**config.mk**
```make
export PLATFORM = sky130hd
export DESIGN_NAME = rob_top
export DESIGN_NICKNAME = d
export VERILOG_FILES = /design/src/common/rob_pkg.sv /design/src/rob/rob_alloc.sv /design/src/rob/rob_retire.sv /design/src/rob/rob_entry_table.sv /design/src/rob/rob_top.sv
export SDC_FILE = /design/constraint.sdc
export NUM_CORES = 1
export LEC_CHECK = 0
export BUFFER_PORTS_ARGS = -buffer_cell sky130_fd_sc_hd__buf_4
export CORE_ASPECT_RATIO = 0.6
export CORE_MARGIN = 2
export CORE_UTILIZATION = 49
export CTS_BUF_LIST = sky130_fd_sc_hd__clkbuf_4 sky130_fd_sc_hd__clkbuf_8
export DETAILED_ROUTE_END_ITERATION = 16
export MAX_ROUTING_LAYER = met4
export PLACE_DENSITY = 0.65
export RECOVER_POWER = 25
export SYNTH_ARGS = -nofsm -noshare
export SYNTH_HDL_FRONTEND = slang
export SYNTH_SLANG_ARGS = --single-unit
```
**constraint.sdc**
```tcl
create_clock -name clock -period 18.25 [get_ports clock]
set_clock_uncertainty 0.2 [all_clocks]
set_input_delay 2.7375 -clock clock [delete_from_list [all_inputs] [get_ports clock]]
set_output_delay 2.7375 -clock clock [all_outputs]
set_load 0.01 [all_outputs]
```
**src/common/rob_pkg.sv**
```systemverilog
// shared widths, register index types and the dispatch / commit entry structs
// of the reorder buffer

package rob_pkg;

    // ==================================================================
    // architectural sizes
    // ==================================================================

    // integer register file seen by software
    parameter int unsigned ARCH_REGS = 32;

    // renamed register pool
    parameter int unsigned PHYS_REGS = 64;

    // data path width
    parameter int unsigned XLEN = 32;

    // ==================================================================
    // index and data types
    // ==================================================================

    // architectural destination index
    typedef logic [$clog2(ARCH_REGS)-1:0] arch_reg_t;

    // physical register tag
    typedef logic [$clog2(PHYS_REGS)-1:0] phys_reg_t;

    // result value from writeback, carried to commit
    typedef logic [XLEN-1:0] xlen_word_t;

    // ==================================================================
    // entry payloads
    // ==================================================================

    // fields written by dispatch into one entry, 18 bits
    typedef struct packed {
        logic      rd_wen;
        arch_reg_t rd_arch;
        phys_reg_t new_prf;
        // mapping replaced by this instruction, freed at commit
        phys_reg_t old_prf;
    } disp_entry_t;

    // what commit hands back to the core, 50 bits
    typedef struct packed {
        disp_entry_t disp;
        xlen_word_t  value;
    } commit_entry_t;

endpackage

```
**src/rob/rob_alloc.sv**
```systemverilog
// tail pointer of the reorder buffer, allocation decision for dispatch
// and tail rollback on a branch mispredict
`timescale 1ns/1ps

module rob_alloc #(
    parameter int unsigned DEPTH = 16
) (
    input  logic                     clock,
    input  logic                     reset,

    // dispatch request and table status
    input  logic                     disp_valid_i,
    input  logic                     full_i,

    // branch recovery
    input  logic                     mispredict_i,
    input  logic [$clog2(DEPTH)-1:0] mispredict_rob_idx_i,

    // to the entry table and the dispatcher
    output logic                     alloc_en_o,
    output logic [$clog2(DEPTH)-1:0] tail_idx_o,
    output logic                     disp_ready_o
);

    localparam int unsigned IDX_W = $clog2(DEPTH);

    // next free slot
    logic [IDX_W-1:0] tail_q;

    // one past the mispredicted entry, wraps with the index width
    logic [IDX_W-1:0] rollback_idx;

    assign rollback_idx = mispredict_rob_idx_i + IDX_W'(1);

    // space is left as long as the table is not full
    assign disp_ready_o = ~full_i;

    // no allocation in a squash cycle, the tail is being rewritten
    assign alloc_en_o = disp_valid_i & ~full_i & ~mispredict_i;

    // dispatcher sees the slot it gets in this same cycle
    assign tail_idx_o = tail_q;

    // ==================================================================
    // tail pointer
    // ==================================================================

    always_ff @(posedge clock or posedge reset) begin
        if (reset) begin
            tail_q <= '0;
        end else if (mispredict_i) begin
            // drop everything younger than the branch
            tail_q <= rollback_idx;
        end else if (alloc_en_o) begin
            // DEPTH is a power of two, so the add wraps by itself
            tail_q <= tail_q + IDX_W'(1);
        end
    end

endmodule

```
**src/rob/rob_retire.sv**
```systemverilog
// head pointer of the reorder buffer, in-order retire decision
// and the registered commit outputs
`timescale 1ns/1ps

module rob_retire #(
    parameter int unsigned DEPTH = 16
) (
    input  logic                     clock,
    input  logic                     reset,

    // state of the oldest entry, from the entry table
    input  logic                     empty_i,
    input  logic                     head_valid_i,
    input  logic                     head_ready_i,
    input  rob_pkg::commit_entry_t   head_entry_i,

    // branch recovery, blocks commit for the cycle
    input  logic                     mispredict_i,

    // to the entry table
    output logic                     retire_en_o,
    output logic [$clog2(DEPTH)-1:0] head_idx_o,

    // to the core
    output logic                     commit_valid_o,
    output rob_pkg::commit_entry_t   commit_entry_o
);

    localparam int unsigned IDX_W = $clog2(DEPTH);

    // oldest entry still in flight
    logic [IDX_W-1:0] head_q;

    // one-cycle commit strobe
    logic             commit_valid_q;

    // ==================================================================
    // retire decision
    // ==================================================================

    // empty_i guards against a stale slot after the table wrapped
    // valid and ready must both be set on the head entry
    // a squash cycle never retires
    assign retire_en_o = ~empty_i & head_valid_i & head_ready_i & ~mispredict_i;

    assign head_idx_o = head_q;

    // ==================================================================
    // head pointer and commit strobe
    // ==================================================================

    always_ff @(posedge clock or posedge reset) begin
        if (reset) begin
            head_q         <= '0;
            commit_valid_q <= 1'b0;
        end else begin
            // pulse for exactly one cycle per retired entry
            commit_valid_q <= retire_en_o;
            if (retire_en_o) begin
                // wraps at DEPTH through the index width
                head_q <= head_q + IDX_W'(1);
            end
        end
    end

    // commit payload, captured only when an entry leaves
    always_ff @(posedge clock) begin
        if (retire_en_o) begin
            commit_entry_o <= head_entry_i;
        end
    end

    assign commit_valid_o = commit_valid_q;

endmodule

```
**src/rob/rob_entry_table.sv**
```systemverilog
// entry storage of the reorder buffer with occupancy count,
// writeback merge and the squash mask for mispredict recovery
`timescale 1ns/1ps

module rob_entry_table #(
    parameter int unsigned DEPTH    = 16,
    parameter int unsigned WB_WIDTH = 2
) (
    input  logic                                    clock,
    input  logic                                    reset,
    input  logic                                    mispredict_i,
    input  logic [$clog2(DEPTH)-1:0]                mispredict_rob_idx_i,

    // from allocation and retire
    input  logic                                    alloc_en_i,
    input  logic [$clog2(DEPTH)-1:0]                tail_idx_i,
    input  rob_pkg::disp_entry_t                    disp_entry_i,
    input  logic                                    retire_en_i,
    input  logic [$clog2(DEPTH)-1:0]                head_idx_i,

    // writeback ports
    input  logic [WB_WIDTH-1:0]                     wb_valid_i,
    input  logic [WB_WIDTH-1:0][$clog2(DEPTH)-1:0]  wb_rob_idx_i,
    input  rob_pkg::xlen_word_t [WB_WIDTH-1:0]      wb_value_i,

    // occupancy status
    output logic                                    full_o,
    output logic                                    empty_o,

    // oldest entry
    output logic                                    head_valid_o,
    output logic                                    head_ready_o,
    output rob_pkg::commit_entry_t                  head_entry_o
);

    import rob_pkg::*;

    localparam int unsigned IDX_W = $clog2(DEPTH);
    // one extra bit so that DEPTH itself fits
    localparam int unsigned CNT_W = IDX_W + 1;

    // per-entry control bits
    logic [DEPTH-1:0] valid_q;
    logic [DEPTH-1:0] ready_q;

    // per-entry payload
    disp_entry_t      fields_q [DEPTH];
    xlen_word_t       value_q  [DEPTH];

    // live entries
    logic [CNT_W-1:0] count_q;

    // squash walk results
    logic [DEPTH-1:0] squash_mask;
    logic [CNT_W-1:0] squash_cnt;
    logic [IDX_W-1:0] walk_idx;
    logic             walking;

    // ==================================================================
    // status and head read port
    // ==================================================================

    assign full_o  = (count_q == CNT_W'(DEPTH));
    assign empty_o = (count_q == '0);

    assign head_valid_o       = valid_q[head_idx_i];
    assign head_ready_o       = ready_q[head_idx_i];
    assign head_entry_o.disp  = fields_q[head_idx_i];
    assign head_entry_o.value = value_q[head_idx_i];

    // ==================================================================
    // squash mask
    // ==================================================================

    // walk from one past the branch towards the tail
    // every valid entry passed on the way is younger and gets dropped
    always_comb begin
        squash_mask = '0;
        squash_cnt  = '0;
        walking     = mispredict_i;
        walk_idx    = mispredict_rob_idx_i;
        for (int j = 1; j < DEPTH; j++) begin
            walk_idx = mispredict_rob_idx_i + IDX_W'(j);
            // reaching the tail ends the walk
            if (walk_idx == tail_idx_i) begin
                walking = 1'b0;
            end
            if (walking && valid_q[walk_idx]) begin
                squash_mask[walk_idx] = 1'b1;
                squash_cnt            = squash_cnt + CNT_W'(1);
            end
        end
    end

    // ==================================================================
    // control state
    // ==================================================================

    always_ff @(posedge clock or posedge reset) begin
        if (reset) begin
            valid_q <= '0;
            ready_q <= '0;
            count_q <= '0;
        end else begin
            // alloc and retire are already low in a squash cycle
            count_q <= count_q + CNT_W'(alloc_en_i) - CNT_W'(retire_en_i) - squash_cnt;

            // younger entries on a mispredict
            valid_q <= valid_q & ~squash_mask;

            // oldest entry leaves
            if (retire_en_i) begin
                valid_q[head_idx_i] <= 1'b0;
            end

            // new entry starts not ready
            if (alloc_en_i) begin
                valid_q[tail_idx_i] <= 1'b1;
                ready_q[tail_idx_i] <= 1'b0;
            end

            // results land only on live entries
            // writeback keeps running during a squash
            for (int w = 0; w < WB_WIDTH; w++) begin
                if (wb_valid_i[w] && valid_q[wb_rob_idx_i[w]]) begin
                    ready_q[wb_rob_idx_i[w]] <= 1'b1;
                end
            end
        end
    end

    // ==================================================================
    // payload storage
    // ==================================================================

    always_ff @(posedge clock) begin
        if (alloc_en_i) begin
            fields_q[tail_idx_i] <= disp_entry_i;
        end
        for (int w = 0; w < WB_WIDTH; w++) begin
            if (wb_valid_i[w] && valid_q[wb_rob_idx_i[w]]) begin
                value_q[wb_rob_idx_i[w]] <= wb_value_i[w];
            end
        end
    end

endmodule

```
**src/rob/rob_top.sv**
```systemverilog
// reorder buffer top level, connects allocation, retire
// and the entry table to the core-side ports
`timescale 1ns/1ps

module rob_top #(
    parameter int unsigned DEPTH    = 16,
    parameter int unsigned WB_WIDTH = 2
) (
    input  logic                                    clock,
    input  logic                                    reset,

    // dispatch
    input  logic                                    disp_valid_i,
    input  rob_pkg::disp_entry_t                    disp_entry_i,
    output logic                                    disp_ready_o,
    output logic                                    disp_alloc_o,
    output logic [$clog2(DEPTH)-1:0]                disp_rob_idx_o,

    // writeback
    input  logic [WB_WIDTH-1:0]                     wb_valid_i,
    input  logic [WB_WIDTH-1:0][$clog2(DEPTH)-1:0]  wb_rob_idx_i,
    input  rob_pkg::xlen_word_t [WB_WIDTH-1:0]      wb_value_i,

    // branch recovery
    input  logic                                    mispredict_i,
    input  logic [$clog2(DEPTH)-1:0]                mispredict_rob_idx_i,

    // commit
    output logic                                    commit_valid_o,
    output rob_pkg::commit_entry_t                  commit_entry_o
);

    import rob_pkg::*;

    localparam int unsigned IDX_W = $clog2(DEPTH);

    // table status
    logic             full;
    logic             empty;
    logic             head_valid;
    logic             head_ready;
    commit_entry_t    head_entry;

    // pointer side decisions
    logic             alloc_en;
    logic [IDX_W-1:0] tail_idx;
    logic             retire_en;
    logic [IDX_W-1:0] head_idx;

    // ==================================================================
    // allocation and retire, side by side
    // ==================================================================

    rob_alloc #(
        .DEPTH(DEPTH)
    ) u_alloc (
        .clock               (clock),
        .reset               (reset),
        .disp_valid_i        (disp_valid_i),
        .full_i              (full),
        .mispredict_i        (mispredict_i),
        .mispredict_rob_idx_i(mispredict_rob_idx_i),
        .alloc_en_o          (alloc_en),
        .tail_idx_o          (tail_idx),
        .disp_ready_o        (disp_ready_o)
    );

    rob_retire #(
        .DEPTH(DEPTH)
    ) u_retire (
        .clock         (clock),
        .reset         (reset),
        .empty_i       (empty),
        .head_valid_i  (head_valid),
        .head_ready_i  (head_ready),
        .head_entry_i  (head_entry),
        .mispredict_i  (mispredict_i),
        .retire_en_o   (retire_en),
        .head_idx_o    (head_idx),
        .commit_valid_o(commit_valid_o),
        .commit_entry_o(commit_entry_o)
    );

    // ==================================================================
    // entry storage
    // ==================================================================

    rob_entry_table #(
        .DEPTH   (DEPTH),
        .WB_WIDTH(WB_WIDTH)
    ) u_table (
        .clock               (clock),
        .reset               (reset),
        .mispredict_i        (mispredict_i),
        .mispredict_rob_idx_i(mispredict_rob_idx_i),
        .alloc_en_i          (alloc_en),
        .tail_idx_i          (tail_idx),
        .disp_entry_i        (disp_entry_i),
        .retire_en_i         (retire_en),
        .head_idx_i          (head_idx),
        .wb_valid_i          (wb_valid_i),
        .wb_rob_idx_i        (wb_rob_idx_i),
        .wb_value_i          (wb_value_i),
        .full_o              (full),
        .empty_o             (empty),
        .head_valid_o        (head_valid),
        .head_ready_o        (head_ready),
        .head_entry_o        (head_entry)
    );

    // dispatcher sees the allocation decision and slot directly
    assign disp_alloc_o   = alloc_en;
    assign disp_rob_idx_o = tail_idx;

endmodule

```
==> impl_metrics.py <==
metrics = {
    "global_routing": {
        "grt_pass1_wl_um": 205000,
        "grt_pass1_vias": 29000,
        "globalRouteTotalUtil_pct": 30.4,
        "grt_start_max_net_pins": 77,
        "grt_remaining_overflow": 0,
        "grt_antenna_before_repair": 10,
    },
    "setup_path": {
        "crit_cells": 48,
        "cp_capture_type": "flip-flop",
        "worstSetupStartpointType": "input pin",
        "critPathBufInv": 4,
        "crit_family": "adder cells",
        "worstSetupPathType": "input pin to flip-flop",
        "r2r-start": "u_alloc.tail_idx_o[0]",
        "timing.critical_path.required_ns": 18.80,
        "worst-r2r-cell-count": 45,
        "cp_common_cell": "sky130_fd_sc_hd__xnor2_1",
        "crit_path_start": "mispredict_rob_idx_i[2]",
        "max_fo_critical_path": 34,
        "critical_path_arrival_ns": 14.98,
        "cp_slowest_cell": "sky130_fd_sc_hd__ha_1",
        "delay_of_the_slowest_cell_on_the_worst_path_ns": 0.88,
    },
    "cts": {
        "cts_setup_buffers": 0,
        "cts_inserted_buffers": 140,
        "cts_hold_repair.buffers": 0,
        "clk_latency_ns": 0.84,
        "clockRootBuffer": "sky130_fd_sc_hd__clkbuf_8",
        "htreeDepth": 4,
        "clkSlewWorstSetupHoldPaths_ns": 0.07,
        "cts.sinks": 896,
        "tritoncts": "yes",
        "cts_repair_resize_count": 0,
        "cts-root-to-sink-buffers": 3,
    },
    "synth": {
        "ys.warnings.count": 0,
        "synth-seq-cells": 896,
        "synth.distinct_cells": 99,
        "avgSynthCellArea_sq_um": 16.3,
        "synthArstFlopShare_pct": 5.13,
        "postSynthCellCount": 2832,
        "synth-main-ff-cell": "sky130_fd_sc_hd__edfxtp_1",
        "netlist_area_before_placement_sq_um": 46100,
        "synth_enable_flop_cells": 850,
        "ys_seq_area_share_pct": 57.9,
        "synth_fp_nets": 2979,
    },
    "sta": {
        "report.final.hold_viol_count": 0,
        "setup_repair_after_global_routing_missed_its_margin": "false",
        "tightest_slew_ns": 4.20,
        "post-route-min-period_ns": 14.43,
        "finalSetupTns_ns": 0,
        "finalHoldWorstSlack_ns": 0.279,
        "fmax_mhz": 69.3,
        "timing.final.max_slew_violations": 389,
        "final.setup.worst_slack_ns": 3.82,
        "report.final.setup_viol": 0,
        "finalCritPeriodShare_pct": 79.1,
        "max-slew-margin-rel_pct": -180,
    },
    "power_and_ir_drop": {
        "power_per_cell_area_nw_per_um2": 131,
        "power.ir.vdd_worst_uv": 83.2,
        "power.static_leakage_nw": 16.9,
        "power_mw": 6.76,
    },
    "routing": {
        "num_vias": 28532,
        "via_per_inst": 6.58,
        "number_of_drc_markers_in_iteration_0": 3533,
        "wirelength_um": 142000,
        "routed_wire_length_per_instance_um": 32.7,
        "ant_nets": 0,
        "remaining_drc_errors": 0,
        "drt_pre_antenna_iters": 6,
    },
    "outcome": {
        "failed_checks": "capacitance limit, slew limit",
        "status": "complete, but fails checks",
    },
    "placement": {
        "gp_routability_congestion": 0.984,
        "hpwlAfterDp_um": 81800,
        "place_ws_ns": 3.11,
        "io_buffer_count": 156,
    },
    "min_path": {
        "min_path_cells": 1,
        "worst_hold_startpoint": "u_table.ready_q[2]",
        "hold_class": "flip-flop to flip-flop",
    },
    "floorplanning": {
        "die_width_um": 400,
        "fp-row-count": 87,
        "die_y_um": 242,
        "starting_density_of_the_core_pct": 49.3,
        "design.die.area_sq_um": 96600,
        "core-area_sq_um": 93500,
        "top_level_ports": 157,
    },
    "layout": {
        "most-common-layout-cells": "sky130_fd_sc_hd__edfxtp_1, sky130_fd_sc_hd__mux2_2, sky130_fd_sc_hd__mux4_2",
        "area_growth_pct": 11.9,
        "fill_cells": 7260,
        "layout.area.seq_sq_um": 26700,
        "design.final.nets": 3123,
        "layout-drive-gt1-share_pct": 43.2,
        "area_of_the_multi_input_gates_sq_um": 18600,
        "layout_commonest_cell": "sky130_fd_sc_hd__edfxtp_1",
    },
    "flow_run": {
        "maxCapViolCount": 13,
    },
}
==> per-layer routing <==
metal  track usage, %  vias to the layer above  part of all wire (%)  wire length (um)
met5                -                        -                     0                 0
met4             8.14                        0                   1.9              2660
met3             6.99                      209                    10             14200
met2             42.6                     1541                    45             63100
met1             44.7                    15089                    44             61800
li1                 -                    11693                     -                 -
==> synth_stat cells, drive strengths merged (12+ instances only) <==
cell | number | area [sq um]
inv | 52 | 195
mux4 | 289 | 6520
clkbuf | 197 | 739
and2 | 12 | 75.1
xor2 | 28 | 313
a31oi | 27 | 175
nand2 | 130 | 493
xnor2 | 65 | 693
buf | 44 | 238
a32oi | 13 | 114
o22ai | 22 | 138
nand3 | 69 | 345
edfxtp | 850 | 25500
ha | 44 | 551
mux2i | 14 | 153
nand4 | 24 | 150
nand2b | 12 | 75.1
a21o | 18 | 135
nor3 | 23 | 138
a21oi | 39 | 203
o21ai | 50 | 250
and3 | 18 | 113
nor2 | 71 | 269
mux2 | 528 | 5950
dfrtp | 46 | 1150
==> area by class of cell <==
type	count	area share (%)
antenna	9	0.0437
clock buffer	198	4.65
clock inverter	51	0.827
inverter	53	0.386
multi-input combinational	1642	36.0
sequential	896	51.7
tap	1246	3.02
timing repair buffer	243	3.33
==> final timing paths <==
| path | slack, ns | endpoint |
|---|---|---|
| min reg2reg | 0.28 | u_table.ready_q[2] |
| max | 3.82 | u_table.count_q[4] |
| min in group asynchronous | 2.33 | u_table.count_q[0] |
| max in group asynchronous | 14.11 | u_retire.head_idx_o[3] |
| max reg2reg | 6.43 | u_table.count_q[4] |
| min | 0.28 | u_table.ready_q[2] |
==> stage by stage <==
step           instances  utilization, %  area [sq um]
2_1_floorplan       2832               -         46100
3_3_place_gp        4080            52.2         48800
3_5_place_dp        4080            52.2         48800
4_1_cts             4329            55.3         51700
5_1_grt             4338            55.1         51600
6_report            4338            55.1         51600
==> state kept, by name, indices dropped and copies added, names as in the netlist <==
register,flops
u_alloc.tail_idx_o,4
u_table.value_q,512
u_retire.commit_valid_o,1
u_retire.commit_entry_o,50
u_table.valid_q,16
u_table.fields_q,288
u_table.ready_q,16
u_retire.head_idx_o,4
u_table.count_q,5
==> logic make-up after synthesis <==
| group | share of synthesized area, % |
|---|---|
| DFF | 57.9 |
| muxes | 27.4 |
| and+or+nand+nor | 4.39 |
| buffers and inverters | 2.55 |
| AOI/OAI and AO/OA | 3.85 |
| xor gates and xnor gates | 2.60 |
| adders and majority gates | 1.33 |
==> power by group <==
| group | internal [mW] | switching (mW) | total [mW] |
|---|---|---|---|
| sequential | 2.43 | 0.216 | 2.65 |
| combinational | 1.16 | 1.21 | 2.38 |
| clock | 0.905 | 0.835 | 1.74 |
(Power assumes the default switching activity.)
